## src/common/pat_pkg.sv

```systemverilog
package pat_pkg;

	// ========================================
	// sizes
	// ========================================
	localparam int data_w = 8;
	localparam int addr_w = 8;      // program store address
	localparam int instr_w = 17;
	localparam int reg_sel_w = 3;
	localparam int num_regs = 8;

	// i8 opcodes
	localparam logic [3:0] opc_ori = 4'b0000;
	localparam logic [3:0] opc_orr = 4'b0001;
	localparam logic [3:0] opc_andi = 4'b0010;
	localparam logic [3:0] opc_andr = 4'b0011;
	localparam logic [3:0] opc_addi = 4'b0100;
	localparam logic [3:0] opc_addr = 4'b0101;
	localparam logic [3:0] opc_subi = 4'b0110;
	localparam logic [3:0] opc_subr = 4'b0111;
	localparam logic [3:0] opc_ldi = 4'b1000;
	localparam logic [3:0] opc_bf = 4'b1101;
	localparam logic [3:0] opc_prefix = 4'b1111;    // escape to i3, and from i3 to i0

	// i3 opcodes, sit in imm8[7:4]
	localparam logic [3:0] op3_shlzi = 4'b0000;
	localparam logic [3:0] op3_shlzr = 4'b0001;
	localparam logic [3:0] op3_shrzi = 4'b0100;
	localparam logic [3:0] op3_shrzr = 4'b0101;
	localparam logic [3:0] op3_out = 4'b1011;

	// i0 opcodes, sit in imm8[3:0]
	localparam logic [3:0] op0_not = 4'b0000;
	localparam logic [3:0] op0_test = 4'b0010;
	localparam logic [3:0] op0_nop = 4'b0101;

	localparam logic [1:0] cond_z = 2'd0;
	localparam logic [1:0] cond_nz = 2'd1;
	localparam logic [1:0] cond_n = 2'd2;
	localparam logic [1:0] cond_al = 2'd3;

	// alu operation codes
	localparam int alu_op_w = 3;
	localparam logic [alu_op_w-1:0] alu_or = 3'd0;
	localparam logic [alu_op_w-1:0] alu_and = 3'd1;
	localparam logic [alu_op_w-1:0] alu_add = 3'd2;
	localparam logic [alu_op_w-1:0] alu_sub = 3'd3;
	localparam logic [alu_op_w-1:0] alu_pass = 3'd4;   // y = b
	localparam logic [alu_op_w-1:0] alu_shl = 3'd5;
	localparam logic [alu_op_w-1:0] alu_shr = 3'd6;
	localparam logic [alu_op_w-1:0] alu_not = 3'd7;    // y = ~a

	// ========================================
	// pipeline
	// ========================================
	localparam int branch_shadow = 2;   // captures squashed after reset or a taken branch
	localparam int fetch_latency = 1;   // o_pc to i_instruction
	localparam int shadow_cnt_w = $clog2(branch_shadow + 1);

	localparam logic [1:0] st_fill = 2'd0;
	localparam logic [1:0] st_run = 2'd1;
	localparam logic [1:0] st_flush = 2'd2;

	// one instruction word, three ways of reading it
	typedef union packed {
		struct packed {
			logic [reg_sel_w-1:0] rn;
			logic [1:0] cond;
			logic [3:0] opcode;
			logic [7:0] imm8;
		} i8;
		struct packed {
			logic [reg_sel_w-1:0] rn;
			logic [1:0] cond;
			logic [3:0] prefix;
			logic [3:0] op3;
			logic pad;
			logic [2:0] imm3;
		} i3;
		struct packed {
			logic [reg_sel_w-1:0] rn;
			logic [1:0] cond;
			logic [3:0] prefix;
			logic [3:0] prefix2;
			logic [3:0] op0;
		} i0;
	} instr_u;

endpackage

```

## src/common/stage_if.sv

```systemverilog
`timescale 1ns/1ns

interface stage_if;
	import pat_pkg::*;

	logic valid;
	logic [reg_sel_w-1:0] rn;             // destination, also operand a
	logic [1:0] cond;
	logic [alu_op_w-1:0] alu_op;
	logic use_imm;
	logic [reg_sel_w-1:0] src_sel;        // operand b register for the r forms
	logic [data_w-1:0] imm;
	logic write_reg;
	logic is_test;
	logic is_out;
	logic is_branch;
	logic [addr_w-1:0] addr;              // address of this word, for BF

	modport decode (
		output valid, rn, cond, alu_op, use_imm, src_sel, imm,
		output write_reg, is_test, is_out, is_branch, addr
	);

	modport execute (
		input valid, rn, cond, alu_op, use_imm, src_sel, imm,
		input write_reg, is_test, is_out, is_branch, addr
	);

endinterface

```

## src/execute/alu.sv

```systemverilog
`timescale 1ns/1ns

module alu (
	input logic [pat_pkg::alu_op_w-1:0] i_op,
	input logic [pat_pkg::data_w-1:0] i_a,
	input logic [pat_pkg::data_w-1:0] i_b,
	output logic [pat_pkg::data_w-1:0] o_y
);
	import pat_pkg::*;

	logic is_sub;
	logic [data_w-1:0] b_in;
	logic [data_w-1:0] addsub;
	logic [2:0] shamt;

	// one adder for both, sub is a + ~b + 1
	assign is_sub = (i_op == alu_sub);
	assign b_in = is_sub ? ~i_b : i_b;
	assign addsub = i_a + b_in + {{(data_w-1){1'b0}}, is_sub};

	// shift by 1 to 4
	assign shamt = {1'b0, i_b[1:0]} + 3'd1;

	always_comb
	begin
		case (i_op)
			alu_or:  o_y = i_a | i_b;
			alu_and: o_y = i_a & i_b;
			alu_add,
			alu_sub: o_y = addsub;
			alu_pass: o_y = i_b;
			alu_shl: o_y = i_a << shamt;    // zero fill
			alu_shr: o_y = i_a >> shamt;
			alu_not: o_y = ~i_a;
			default: o_y = i_b;
		endcase
	end

endmodule

```

## src/execute/register_file.sv

```systemverilog
`timescale 1ns/1ns

module register_file (
	input logic clk,
	input logic [pat_pkg::reg_sel_w-1:0] i_rd_sel_a,
	input logic [pat_pkg::reg_sel_w-1:0] i_rd_sel_b,
	input logic i_wr_en,
	input logic [pat_pkg::reg_sel_w-1:0] i_wr_sel,
	input logic [pat_pkg::data_w-1:0] i_wr_data,
	output logic [pat_pkg::data_w-1:0] o_rd_a,
	output logic [pat_pkg::data_w-1:0] o_rd_b
);
	import pat_pkg::*;

	logic [data_w-1:0] regs [num_regs];

	assign o_rd_a = regs[i_rd_sel_a];    // async reads
	assign o_rd_b = regs[i_rd_sel_b];

	always_ff @(posedge clk)
	begin
		if (i_wr_en)
			regs[i_wr_sel] <= i_wr_data;
	end

endmodule

```

## src/execute/execute_stage.sv

```systemverilog
`timescale 1ns/1ns

module execute_stage (
	input logic clk,
	input logic reset,
	stage_if.execute stage,
	output logic o_branch_taken,
	output logic [pat_pkg::addr_w-1:0] o_branch_target,
	output logic o_jump,
	output logic [pat_pkg::data_w-1:0] o_out_data,
	output logic o_out_valid
);
	import pat_pkg::*;

	logic z;
	logic n;
	logic cond_ok;
	logic commit;
	logic [data_w-1:0] rd_a;    // register rn
	logic [data_w-1:0] rd_b;    // register src_sel
	logic [data_w-1:0] alu_b;
	logic [data_w-1:0] alu_y;

	// ========================================
	// condition and commit
	// ========================================
	always_comb
	begin
		case (stage.cond)
			cond_z:  cond_ok = z;
			cond_nz: cond_ok = !z;
			cond_n:  cond_ok = n;
			cond_al: cond_ok = 1'b1;
		endcase
	end

	assign commit = stage.valid && cond_ok;

	assign alu_b = stage.use_imm ? stage.imm : rd_b;

	alu u_alu (
		.i_op (stage.alu_op),
		.i_a  (rd_a),
		.i_b  (alu_b),
		.o_y  (alu_y)
	);

	register_file u_regs (
		.clk        (clk),
		.i_rd_sel_a (stage.rn),
		.i_rd_sel_b (stage.src_sel),
		.i_wr_en    (commit && stage.write_reg),
		.i_wr_sel   (stage.rn),
		.i_wr_data  (alu_y),
		.o_rd_a     (rd_a),
		.o_rd_b     (rd_b)
	);

	// relative to the branch's own address, imm8 signed
	assign o_branch_taken = commit && stage.is_branch;
	assign o_branch_target = stage.addr + addr_w'(signed'(stage.imm));

	always_ff @(posedge clk)
	begin
		if (reset)
		begin
			z <= 1'b0;
			n <= 1'b0;
			o_jump <= 1'b0;
			o_out_valid <= 1'b0;
			o_out_data <= '0;
		end
		else
		begin
			o_jump <= o_branch_taken;    // same edge the pc takes the target
			o_out_valid <= commit && stage.is_out;
			if (commit && stage.is_test)
			begin
				z <= (rd_a == '0);
				n <= rd_a[data_w-1];
			end
			if (commit && stage.is_out)
				o_out_data <= rd_a;
		end
	end

endmodule

```

## src/source/pipeline_control.sv

```systemverilog
`timescale 1ns/1ns

module pipeline_control (
	input logic clk,
	input logic reset,
	input logic i_branch_taken,
	output logic o_capture_valid
);
	import pat_pkg::*;

	logic [1:0] state;
	logic [shadow_cnt_w-1:0] shadow_cnt;    // squashes still to go

	// the capture at the branch edge is already a wrong-path word
	assign o_capture_valid = (state == st_run) && !i_branch_taken;

	always_ff @(posedge clk)
	begin
		if (reset)
		begin
			state <= st_fill;
			shadow_cnt <= shadow_cnt_w'(branch_shadow);
		end
		else if (i_branch_taken)
		begin
			// this edge counts as the first squash, also restarts a flush
			state <= (branch_shadow > 1) ? st_flush : st_run;
			shadow_cnt <= shadow_cnt_w'(branch_shadow - 1);
		end
		else
		begin
			case (state)
				st_fill, st_flush:
				begin
					if (shadow_cnt == shadow_cnt_w'(1))
						state <= st_run;    // last squashed capture
					shadow_cnt <= shadow_cnt - 1'b1;
				end
				st_run: ;
				default: state <= st_fill;
			endcase
		end
	end

endmodule

```

## src/source/program_counter.sv

```systemverilog
`timescale 1ns/1ns

module program_counter (
	input logic clk,
	input logic reset,
	input logic i_branch_taken,
	input logic [pat_pkg::addr_w-1:0] i_branch_target,
	output logic [pat_pkg::addr_w-1:0] o_pc,
	output logic [pat_pkg::addr_w-1:0] o_fetch_addr
);
	import pat_pkg::*;

	logic [addr_w-1:0] pc_next;
	logic [addr_w-1:0] addr_pipe [fetch_latency];

	assign pc_next = i_branch_taken ? i_branch_target : o_pc + 1'b1;

	always_ff @(posedge clk)
	begin
		if (reset)
			o_pc <= '0;
		else
			o_pc <= pc_next;
	end

	// follows the program store, so the word and its address line up
	always_ff @(posedge clk)
	begin
		addr_pipe[0] <= o_pc;
		for (int i = 1; i < fetch_latency; i++)
		begin
			addr_pipe[i] <= addr_pipe[i-1];
		end
	end

	assign o_fetch_addr = addr_pipe[fetch_latency-1];

endmodule

```

## src/source/decode_stage.sv

```systemverilog
`timescale 1ns/1ns

module decode_stage (
	input logic clk,
	input logic reset,
	input pat_pkg::instr_u i_instruction,
	input logic [pat_pkg::addr_w-1:0] i_fetch_addr,
	input logic i_capture_valid,
	stage_if.decode stage
);
	import pat_pkg::*;

	instr_u instr_q;
	logic [addr_w-1:0] addr_q;
	logic valid_q;
	logic is_i8;
	logic is_i3;
	logic [alu_op_w-1:0] op_d;
	logic wr_d;

	always_ff @(posedge clk)
	begin
		if (reset)
			valid_q <= 1'b0;
		else
			valid_q <= i_capture_valid;
		instr_q <= i_instruction;
		addr_q <= i_fetch_addr;
	end

	// format select
	assign is_i8 = (instr_q.i8.opcode != opc_prefix);
	assign is_i3 = !is_i8 && (instr_q.i3.op3 != opc_prefix);

	always_comb
	begin
		op_d = alu_pass;
		wr_d = 1'b1;
		if (is_i8)
			case (instr_q.i8.opcode)
				opc_ori, opc_orr:   op_d = alu_or;
				opc_andi, opc_andr: op_d = alu_and;
				opc_addi, opc_addr: op_d = alu_add;
				opc_subi, opc_subr: op_d = alu_sub;
				opc_ldi:            op_d = alu_pass;   // imm straight through
				default:            wr_d = 1'b0;       // bf and unused codes
			endcase
		else if (is_i3)
			case (instr_q.i3.op3)
				op3_shlzi, op3_shlzr: op_d = alu_shl;
				op3_shrzi, op3_shrzr: op_d = alu_shr;
				default:              wr_d = 1'b0;     // out and unused codes
			endcase
		else
			case (instr_q.i0.op0)
				op0_not: op_d = alu_not;
				default: wr_d = 1'b0;        // test, nop, and unknown acts as nop
			endcase
	end

	assign stage.valid = valid_q;
	assign stage.rn = instr_q.i8.rn;
	assign stage.cond = instr_q.i8.cond;
	assign stage.alu_op = op_d;
	assign stage.write_reg = wr_d;
	assign stage.use_imm = is_i8 ? !instr_q.i8.opcode[0] : !instr_q.i3.op3[0];  // even = imm
	assign stage.imm = is_i8 ? instr_q.i8.imm8 : data_w'(instr_q.i3.imm3);
	assign stage.src_sel = instr_q.i8.imm8[reg_sel_w-1:0];
	assign stage.is_branch = is_i8 && (instr_q.i8.opcode == opc_bf);
	assign stage.is_out = is_i3 && (instr_q.i3.op3 == op3_out);
	assign stage.is_test = !is_i8 && !is_i3 && (instr_q.i0.op0 == op0_test);
	assign stage.addr = addr_q;

endmodule

```

## src/source/pat_core.sv

```systemverilog
`timescale 1ns/1ns

module pat_core (
	input logic clk,
	input logic reset,
	input pat_pkg::instr_u i_instruction,
	output logic [pat_pkg::addr_w-1:0] o_pc,
	output logic o_jump,
	output logic [pat_pkg::data_w-1:0] o_out_data,
	output logic o_out_valid
);
	import pat_pkg::*;

	logic capture_valid;
	logic branch_taken;
	logic [addr_w-1:0] branch_target;
	logic [addr_w-1:0] fetch_addr;    // address of the word on i_instruction

	stage_if stage_bus ();

	pipeline_control u_control (
		.clk             (clk),
		.reset           (reset),
		.i_branch_taken  (branch_taken),
		.o_capture_valid (capture_valid)
	);

	program_counter u_pc (
		.clk             (clk),
		.reset           (reset),
		.i_branch_taken  (branch_taken),
		.i_branch_target (branch_target),
		.o_pc            (o_pc),
		.o_fetch_addr    (fetch_addr)
	);

	// stage 1
	decode_stage u_decode (
		.clk             (clk),
		.reset           (reset),
		.i_instruction   (i_instruction),
		.i_fetch_addr    (fetch_addr),
		.i_capture_valid (capture_valid),
		.stage           (stage_bus.decode)
	);

	// stage 2
	execute_stage u_execute (
		.clk             (clk),
		.reset           (reset),
		.stage           (stage_bus.execute),
		.o_branch_taken  (branch_taken),
		.o_branch_target (branch_target),
		.o_jump          (o_jump),
		.o_out_data      (o_out_data),
		.o_out_valid     (o_out_valid)
	);

endmodule

```

## config.mk

```make
export PLATFORM = sky130hd
export DESIGN_NAME = pat_core
export DESIGN_NICKNAME = d
export VERILOG_FILES = /design/src/common/pat_pkg.sv /design/src/common/stage_if.sv /design/src/execute/alu.sv /design/src/execute/register_file.sv /design/src/execute/execute_stage.sv /design/src/source/pipeline_control.sv /design/src/source/program_counter.sv /design/src/source/decode_stage.sv /design/src/source/pat_core.sv
export SDC_FILE = /design/constraint.sdc
export NUM_CORES = 1
export LEC_CHECK = 0
export ABC_AREA = 1
export BUFFER_PORTS_ARGS = -buffer_cell sky130_fd_sc_hd__buf_2
export CAP_MARGIN = 40
export CORE_AREA = 2 2 148 150
export DETAILED_ROUTE_END_ITERATION = 7
export DIE_AREA = 0 0 150 152
export PLACE_DENSITY = 0.5
export SYNTH_ARGS = -nofsm -noshare
export SYNTH_HDL_FRONTEND = slang
export SYNTH_SLANG_ARGS = --single-unit
```

## constraint.sdc

```tcl
create_clock -name clk -period 4.22 [get_ports clk]
set_input_delay 0.844 -clock clk [delete_from_list [all_inputs] [get_ports clk]]
set_output_delay 0.844 -clock clk [all_outputs]
set_load 0.01 [all_outputs]
```

# After elaboration in Yosys (flattened, before gate mapping)
# Memory sizes are Yosys's and may differ from the RTL's. A register that Yosys moved wholly into a read port is not among the register bits.
# Index checks and enable logic that the tools add are counted.
classes:
  addsub: 6
  mul: 0
  div: 0
  magnitude_cmp: 0
  eq_ne: 32
  shifts: 2
  mux: 24
  bitwise: 5
  reduce_logical: 38
op_table:
  columns: ["op", "count"]
  rows:
  - ["8-bit one-hot mux with 7 select lines", 1]
  - ["8-bit 2-to-1 mux", 4]
  - ["4-bit by 3-bit equality test with 1-bit output, second input constant", 6]
  - ["2-bit OR reduction", 9]
  - ["8-bit adder", 2]
  - ["8-bit NOT", 2]
  - ["3-bit equality test, second input constant", 4]
  - ["4-bit by 2-bit equality test with 1-bit output, second input constant", 3]
  - ["4-bit equality test, second input constant", 3]
  - ["4-bit zero test", 3]
  - ["3-bit one-hot mux with 4 select lines", 1]
  - ["1-bit logical AND", 11]
  - ["2-bit 2-to-1 mux", 5]
  - ["9-bit OR reduction", 1]
  - ["8-bit by 1-bit adder with 8-bit output", 1]
  - ["8-bit by 1-bit adder with 8-bit output, second input constant", 1]
  - ["8-bit bitwise AND", 1]
  - ["4-bit by 1-bit equality test with 1-bit output, second input constant", 2]
  - ["8-bit zero test", 1]
  - ["1-bit 2-to-1 mux", 8]
  - ["4-bit inequality test, second input constant", 2]
  - ["8-bit bitwise OR", 1]
  - ["2-bit one-hot mux with 2 select lines", 2]
  - ["8-bit by 3-bit << shifter with 8-bit output", 1]
  - ["18 further kinds", 32]
word_totals:
  reg_bits: 42
  latch_bits: 0
  ram_bits: 72
  mem_bits_ro: 0
  input_bits: 19
  out_inout_bits: 18
  word_cells: 120
  n_memories: 2
memory_table:
  columns: ["memory", "words", "word_bits", "read_ports", "rd_clocked_by_memory_dff", "write_ports", "line", "rtl"]
  rows:
  - ["u_execute.u_regs.regs", 8, 8, 2, 2, 1, "register_file.sv:15", "logic [data_w-1:0] regs [num_regs];"]
  - ["u_pc.addr_pipe", 1, 8, 1, 1, 1, "program_counter.sv:14", "logic [addr_w-1:0] addr_pipe [fetch_latency];"]

# Depth between registers and ports, before layout
logic_depth:
  word_depth: 10
  ltp_mapped: 24
  ltp_nobuf: 22

# Hierarchy
# From an unflattened synthesis, not the netlist that was laid out.
hier_totals:
  hier_cells: 979
  hier_area_um2: 7224.4
modules_own_cells:
  columns: ["module", "instances", "cells_per_inst", "area_per_inst_um2", "seq_area_each_um2"]
  rows:
  - ["register_file", 1, 445, 3553.4, 1921.8]
  - ["alu", 1, 210, 1126.1, 0.0]
  - ["execute_stage", 1, 139, 939.7, 240.2]
  - ["decode_stage", 1, 84, 838.3, 520.5]
  - ["program_counter", 1, 76, 591.8, 320.3]
  - ["pipeline_control", 1, 25, 175.2, 80.1]

# Worst setup path before layout
# Ideal clock, no wire load.
synth_timing:
  kind: "register -> register"
  startpoint: "reg u_decode.instr_q[1] in the netlist's numbering"
  endpoint: "mem u_execute.u_regs.regs[0][6], data pin"
  setup_ns: 0.317
  arrival_time_ns: 2.770
  t_required_ns: 3.903
  setup_slack_ns: 1.132
  path_stages_with_launch: 17
  path_buffers: 2
  synth_period_minus_slack_ns: 3.088
  cell_sequence: "dfxtp_1 > inv_2 > buf_6 > buf_2 > a32o_1 > a21oi_1 > xor2_1 > ha_1 > inv_1 > nor2_1 > nor2_1 > nor2_1 > o21ai_0 > nand2_1 > or2_2 > a21oi_1 > nand4_1"
synth_via:
  elab_chain_cells: 9
  word_cells_on_any_way: 23
  classes_between: "add/sub (3); eq/ne (7); shift (2); mux (7); bitwise (1); reduce/logical (3)"
synth_lines:
  columns: ["element", "line", "rtl"]
  rows:
  - ["start, declared", "decode_stage.sv:13", "instr_u instr_q;"]
  - ["start signal, assigned", "decode_stage.sv:27", "instr_q <= i_instruction;"]
  - ["4-bit zero test", "decode_stage.sv:55", "case (instr_q.i0.op0)"]
  - ["2-bit 2-to-1 mux", "decode_stage.sv:55", null]
  - ["3-bit 2-to-1 mux", "decode_stage.sv:48", "else if (is_i3)"]
  - ["3-bit 2-to-1 mux", "decode_stage.sv:39", "if (is_i8)"]
  - ["3-bit by 2-bit equality test with 1-bit output", "alu.sv:17, alu.sv:26", null]
  - ["8-bit 2-to-1 mux", "alu.sv:18", "assign b_in = is_sub ? ~i_b : i_b;"]
  - ["8-bit adder", "alu.sv:19", "assign addsub = i_a + b_in + {{(data_w-1){1'b0}}, is_sub};"]
  - ["8-bit by 1-bit adder with 8-bit output", "alu.sv:19", null]
  - ["8-bit one-hot mux with 7 select lines (*)", "alu.sv:26", "case (i_op)"]
  - ["net u_execute.alu_y[6]", "execute_stage.sv:22", "logic [data_w-1:0] alu_y;"]
  - ["end, declared", "register_file.sv:15", null]
# Mark *: on every way through the listed nets, which the timed path passes. The rest lies on a longest branch.

# Final worst setup path
layout_timing:
  startpoint: "reg u_decode.instr_q[11] in the netlist's numbering"
  endpoint: "mem u_execute.u_regs.regs[5][6], data pin"
layout_via:
  elab_chain_cells: 10
  word_cells_on_any_way: 40
  classes_between: "add/sub (3); eq/ne (15); shift (2); mux (8); bitwise (3); reduce/logical (9)"
layout_lines:
  columns: ["element", "line"]
  rows:
  - ["branches (longest 9 deep; another with 8-bit adder)", null]
  - ["8-bit one-hot mux with 7 select lines (*)", "alu.sv:26"]
  - ["net u_execute.alu_y[6]", "execute_stage.sv:22"]
# Mark *: on every way through the listed nets, which the timed path passes.

==> reports/qor.txt <==
TritonCTS Buffers: 17
endpoints failing setup: 0
routed wire length per instance: 16.8 microns
Register Area: 3080 sq um
I/O pins: 37
Setup crit end kind: register
clock root buffer: clkbuf_16
critical setup path kind: reg -> reg
Die Span X: 150 microns
Power, Total: 0.00319 W
number of DRC markers in iteration 0: 482
clock sinks: 122
routed vias: 5868
f_max: 264 MHz
initial antenna violation count: 0
Ys Warns: 0
flop2flop setup slack: 430 ps
Starting Density: 31.3%
share of cells above drive strength 1: 14.4%
Seq pwr share: 41.5%
Detailed Place HPWL: 14.4 mm
Cell Int Power: 0.00232 W
Util after Layout: 36.5%
Final #Nets: 927
Net Switching: 0.000878 W
worst slack, placed: 493 ps
switch share: 27.5%
clock slew at reported path FFs: 60 ps
final worst slack: 434 ps
hold-fix buffers at CTS: 0
Final Critical Period: 3790 ps
Die Footprint: 22800 sq um
core footprint: 21400 sq um
RSZ-0062 raised after global routing: no
Fill cells: 2268
Clock Tree Buf Depth: 2
Clk Latency, worst-skew pair: 420 ps
Congestion Overflow GR: 0
Final ANT Viol Nets: 0
antenna cells: 0
Hold Path Sink: u_decode.stage.addr[3]$_DFF_P_
Required @ worst endpoint: 4260 ps
post-cts resize count: 0
Hold Startpoint: u_pc.addr_pipe[0][3]$_DFF_P_
post-CTS setup buffer count: 0
TritonCTS clock tree: yes
Placer Congestion: 0.915
final setup TNS: 0 ps
post-synthesis sequential area ratio: 46.2%
worst r2r src: u_decode.instr_q[11]$_DFF_P_
Max Cap Violations: 0
combinational power share: 14.8%
Pre-Repair DR Iteration Count: 5
hold depth: 0
Area Overhead vs Synth: 16.9%
Avg Cell Area, Syn: 7.91 sq um
FF-to-FF path depth: 19
Cells after Synth: 844
Rel. slew slack: 43.0%
Pleak: 3.42 nW
Worst Path Max Fanout: 15
largest net degree at the start of global routing: 36
top cells by area, synth: edfxtp_1, dfxtp_1, nand2_1, nor2_1, o21ai_0
FF-to-FF End: u_execute.u_regs.regs[5][6]$_DFFE_PP_
CP startpoint kind: register
number of global-route vias before repair: 5610
cell accounting for the most synthesized area: edfxtp_1
Hold Crit Class: reg -> reg
Yosys top cell area share: 28.8%
Synth Register Bits: 122
Total Routing Usage GR: 17.9%
worst vdd ir: 0.283 mV
Multi-input gate area: 3100 sq um
Detailed Route WL: 19.9 mm
Via density: 4.96
post-synth cell types: 45
Die H: 152 microns
first-pass GRT wire length: 31.1 mm
drt drc: 0
Slew @ Worst Pin: 855 ps
power per cell area: 409 nW/um^2
Final Max Tran Viols: 0
# port buffers: 36
Clk pwr share: 43.7%
Cell Rows: 54
Post-Syn Area: 6680 sq um
worst path arrival time: 3830 ps
Max Clock Skew: 11.1 ps
H-Tree Depth: 4
syn nets: 881
Final period util: 89.7%
outcome: finished, final reports clean
final hold violation count: 0
==> worst max path at each step <==
stage | startpoint | end | slack [ps]
floorplan | u_decode.instr_q[1]$_DFF_P_ | u_execute.u_regs.regs[0][6]$_DFFE_PP_ | 1130
global placement | u_decode.instr_q[11]$_DFF_P_ | u_execute.u_regs.regs[0][6]$_DFFE_PP_ | 560
global route | u_decode.instr_q[11]$_DFF_P_ | u_execute.u_regs.regs[2][6]$_DFFE_PP_ | 120
detailed placement | u_decode.instr_q[11]$_DFF_P_ | u_execute.u_regs.regs[0][6]$_DFFE_PP_ | 490
finish | u_decode.instr_q[11]$_DFF_P_ | u_execute.u_regs.regs[5][6]$_DFFE_PP_ | 430
CTS | u_decode.instr_q[11]$_DFF_P_ | u_execute.u_regs.regs[2][6]$_DFFE_PP_ | 470
==> critical path, cell delays in order, from the launching register on <==
cell	delay [ps]
dfxtp_1	410
nand2_4	130
nor2_2	60
nor2_4	300
inv_1	160
nor2_1	230
inv_1	110
o22ai_1	140
a21oi_1	110
xor2_1	170
ha_1	310
inv_1	110
nor2_1	60
nor2_1	120
nor2_1	70
o21ai_0	140
nand2_1	80
or2_2	270
a21oi_1	130
nand4_1	290
==> synth_stat cells, drive strengths merged <==
cell	number
a21oi	45
nor2	104
nand2	226
and2	1
clkbuf	7
nand3b	1
dfxtp	58
o211ai	3
xnor2	5
nand3	63
inv	88
or2	3
o31ai	1
o21ai	66
nor4	11
a22oi	4
clkinv	1
o2111ai	2
a22o	1
o22ai	7
a21o	1
o221ai	1
buf	24
nor3	7
a32oi	1
o211a	1
a211oi	2
ha	16
edfxtp	64
a32o	3
fa	2
nand4	11
xor2	13
a31oi	1
==> per-layer routing <==
metal  vias to the layer above  GRT usage (%)  wire (microns)
li1                       2907              -               -
met1                      2739           23.9            8940
met2                       192           28.7            9350
met3                        30           3.06            1070
met4                         0           7.46             495
met5                         -              0               0
==> power groups by stage <==
stage / logic (W) / registers, W / clock network (W)
detailed placement: 0.000468 / 0.00135 / 0
global route: 0.000527 / 0.00133 / 0.00147
global placement: 0.000467 / 0.00135 / 0
floorplan: 0.000335 / 0.00134 / 0
CTS: 0.000470 / 0.00132 / 0.00141
finish: 0.000473 / 0.00132 / 0.00140
==> layout by cell type, fill, tap and decap left out, types with 3 or more instances in the layout <==
master     instances
xor2_1            13
inv_2             10
o21ai_0           60
dfxtp_1           58
buf_4             21
nor2_2             4
clkbuf_1           5
nor3_1             7
o21ai_1            4
nand3_2            4
edfxtp_1          64
nand2_2            8
nand2_1          217
inv_1             77
ha_1              16
nor2_1            97
o211ai_1           3
or2_2              3
nor4_4             4
o22ai_1            7
clkbuf_8           3
a22oi_1            4
clkbuf_16         19
xnor2_1            5
nor4_2             4
nand3_1           59
nor2_4             3
nor4_1             3
a21oi_1           45
buf_2             36
a32o_1             3
nand4_1           11
clkinv_2           4
==> per-stage QoR <==
stage | hold WS [ps] | std cells | area [sq um]
final | 325 | 1183 | 7800
after global routing | 329 | 1183 | 7800
after global placement | 310 | 1151 | 7230
after floorplan | 310 | 844 | 6680
after CTS | 326 | 1183 | 7800
after detailed placement | 314 | 1151 | 7230
==> area by class of cell <==
cell class | count | area share [%]
clock buffers | 27 | 6.87
repair buffers | 58 | 4.59
flip-flops and latches | 122 | 39.5
multi-input cells | 602 | 39.8
well taps | 280 | 4.49
inverters | 89 | 4.36
clock inverters | 5 | 0.401
==> kinds of logic (layout without fill, tap and decap cells) <==
| family | count (synthesis) | after routing | synth area share, % |
|---|---|---|---|
| AO/OA/AOI/OAI | 139 | 139 | 11.7 |
| XOR/XNOR | 18 | 18 | 2.36 |
| adder cells (fa/ha/maj) | 18 | 18 | 3.60 |
| buffers and inverters | 120 | 179 | 8.62 |
| flip-flops | 122 | 122 | 46.2 |
| AND/OR/NAND/NOR | 427 | 427 | 27.6 |
==> sequential cells by signal (all words and copies together), names as in the netlist, 2 cells and up <==
register               flops
u_control.state            2
u_decode.instr_q          17
u_pc.addr_pipe             8
u_execute.o_out_data       8
u_pc.o_pc                  8
u_execute.u_regs.regs     64
u_decode.stage.addr        8
u_control.shadow_cnt       2
Note: power is estimated with default switching activity, not from simulation.
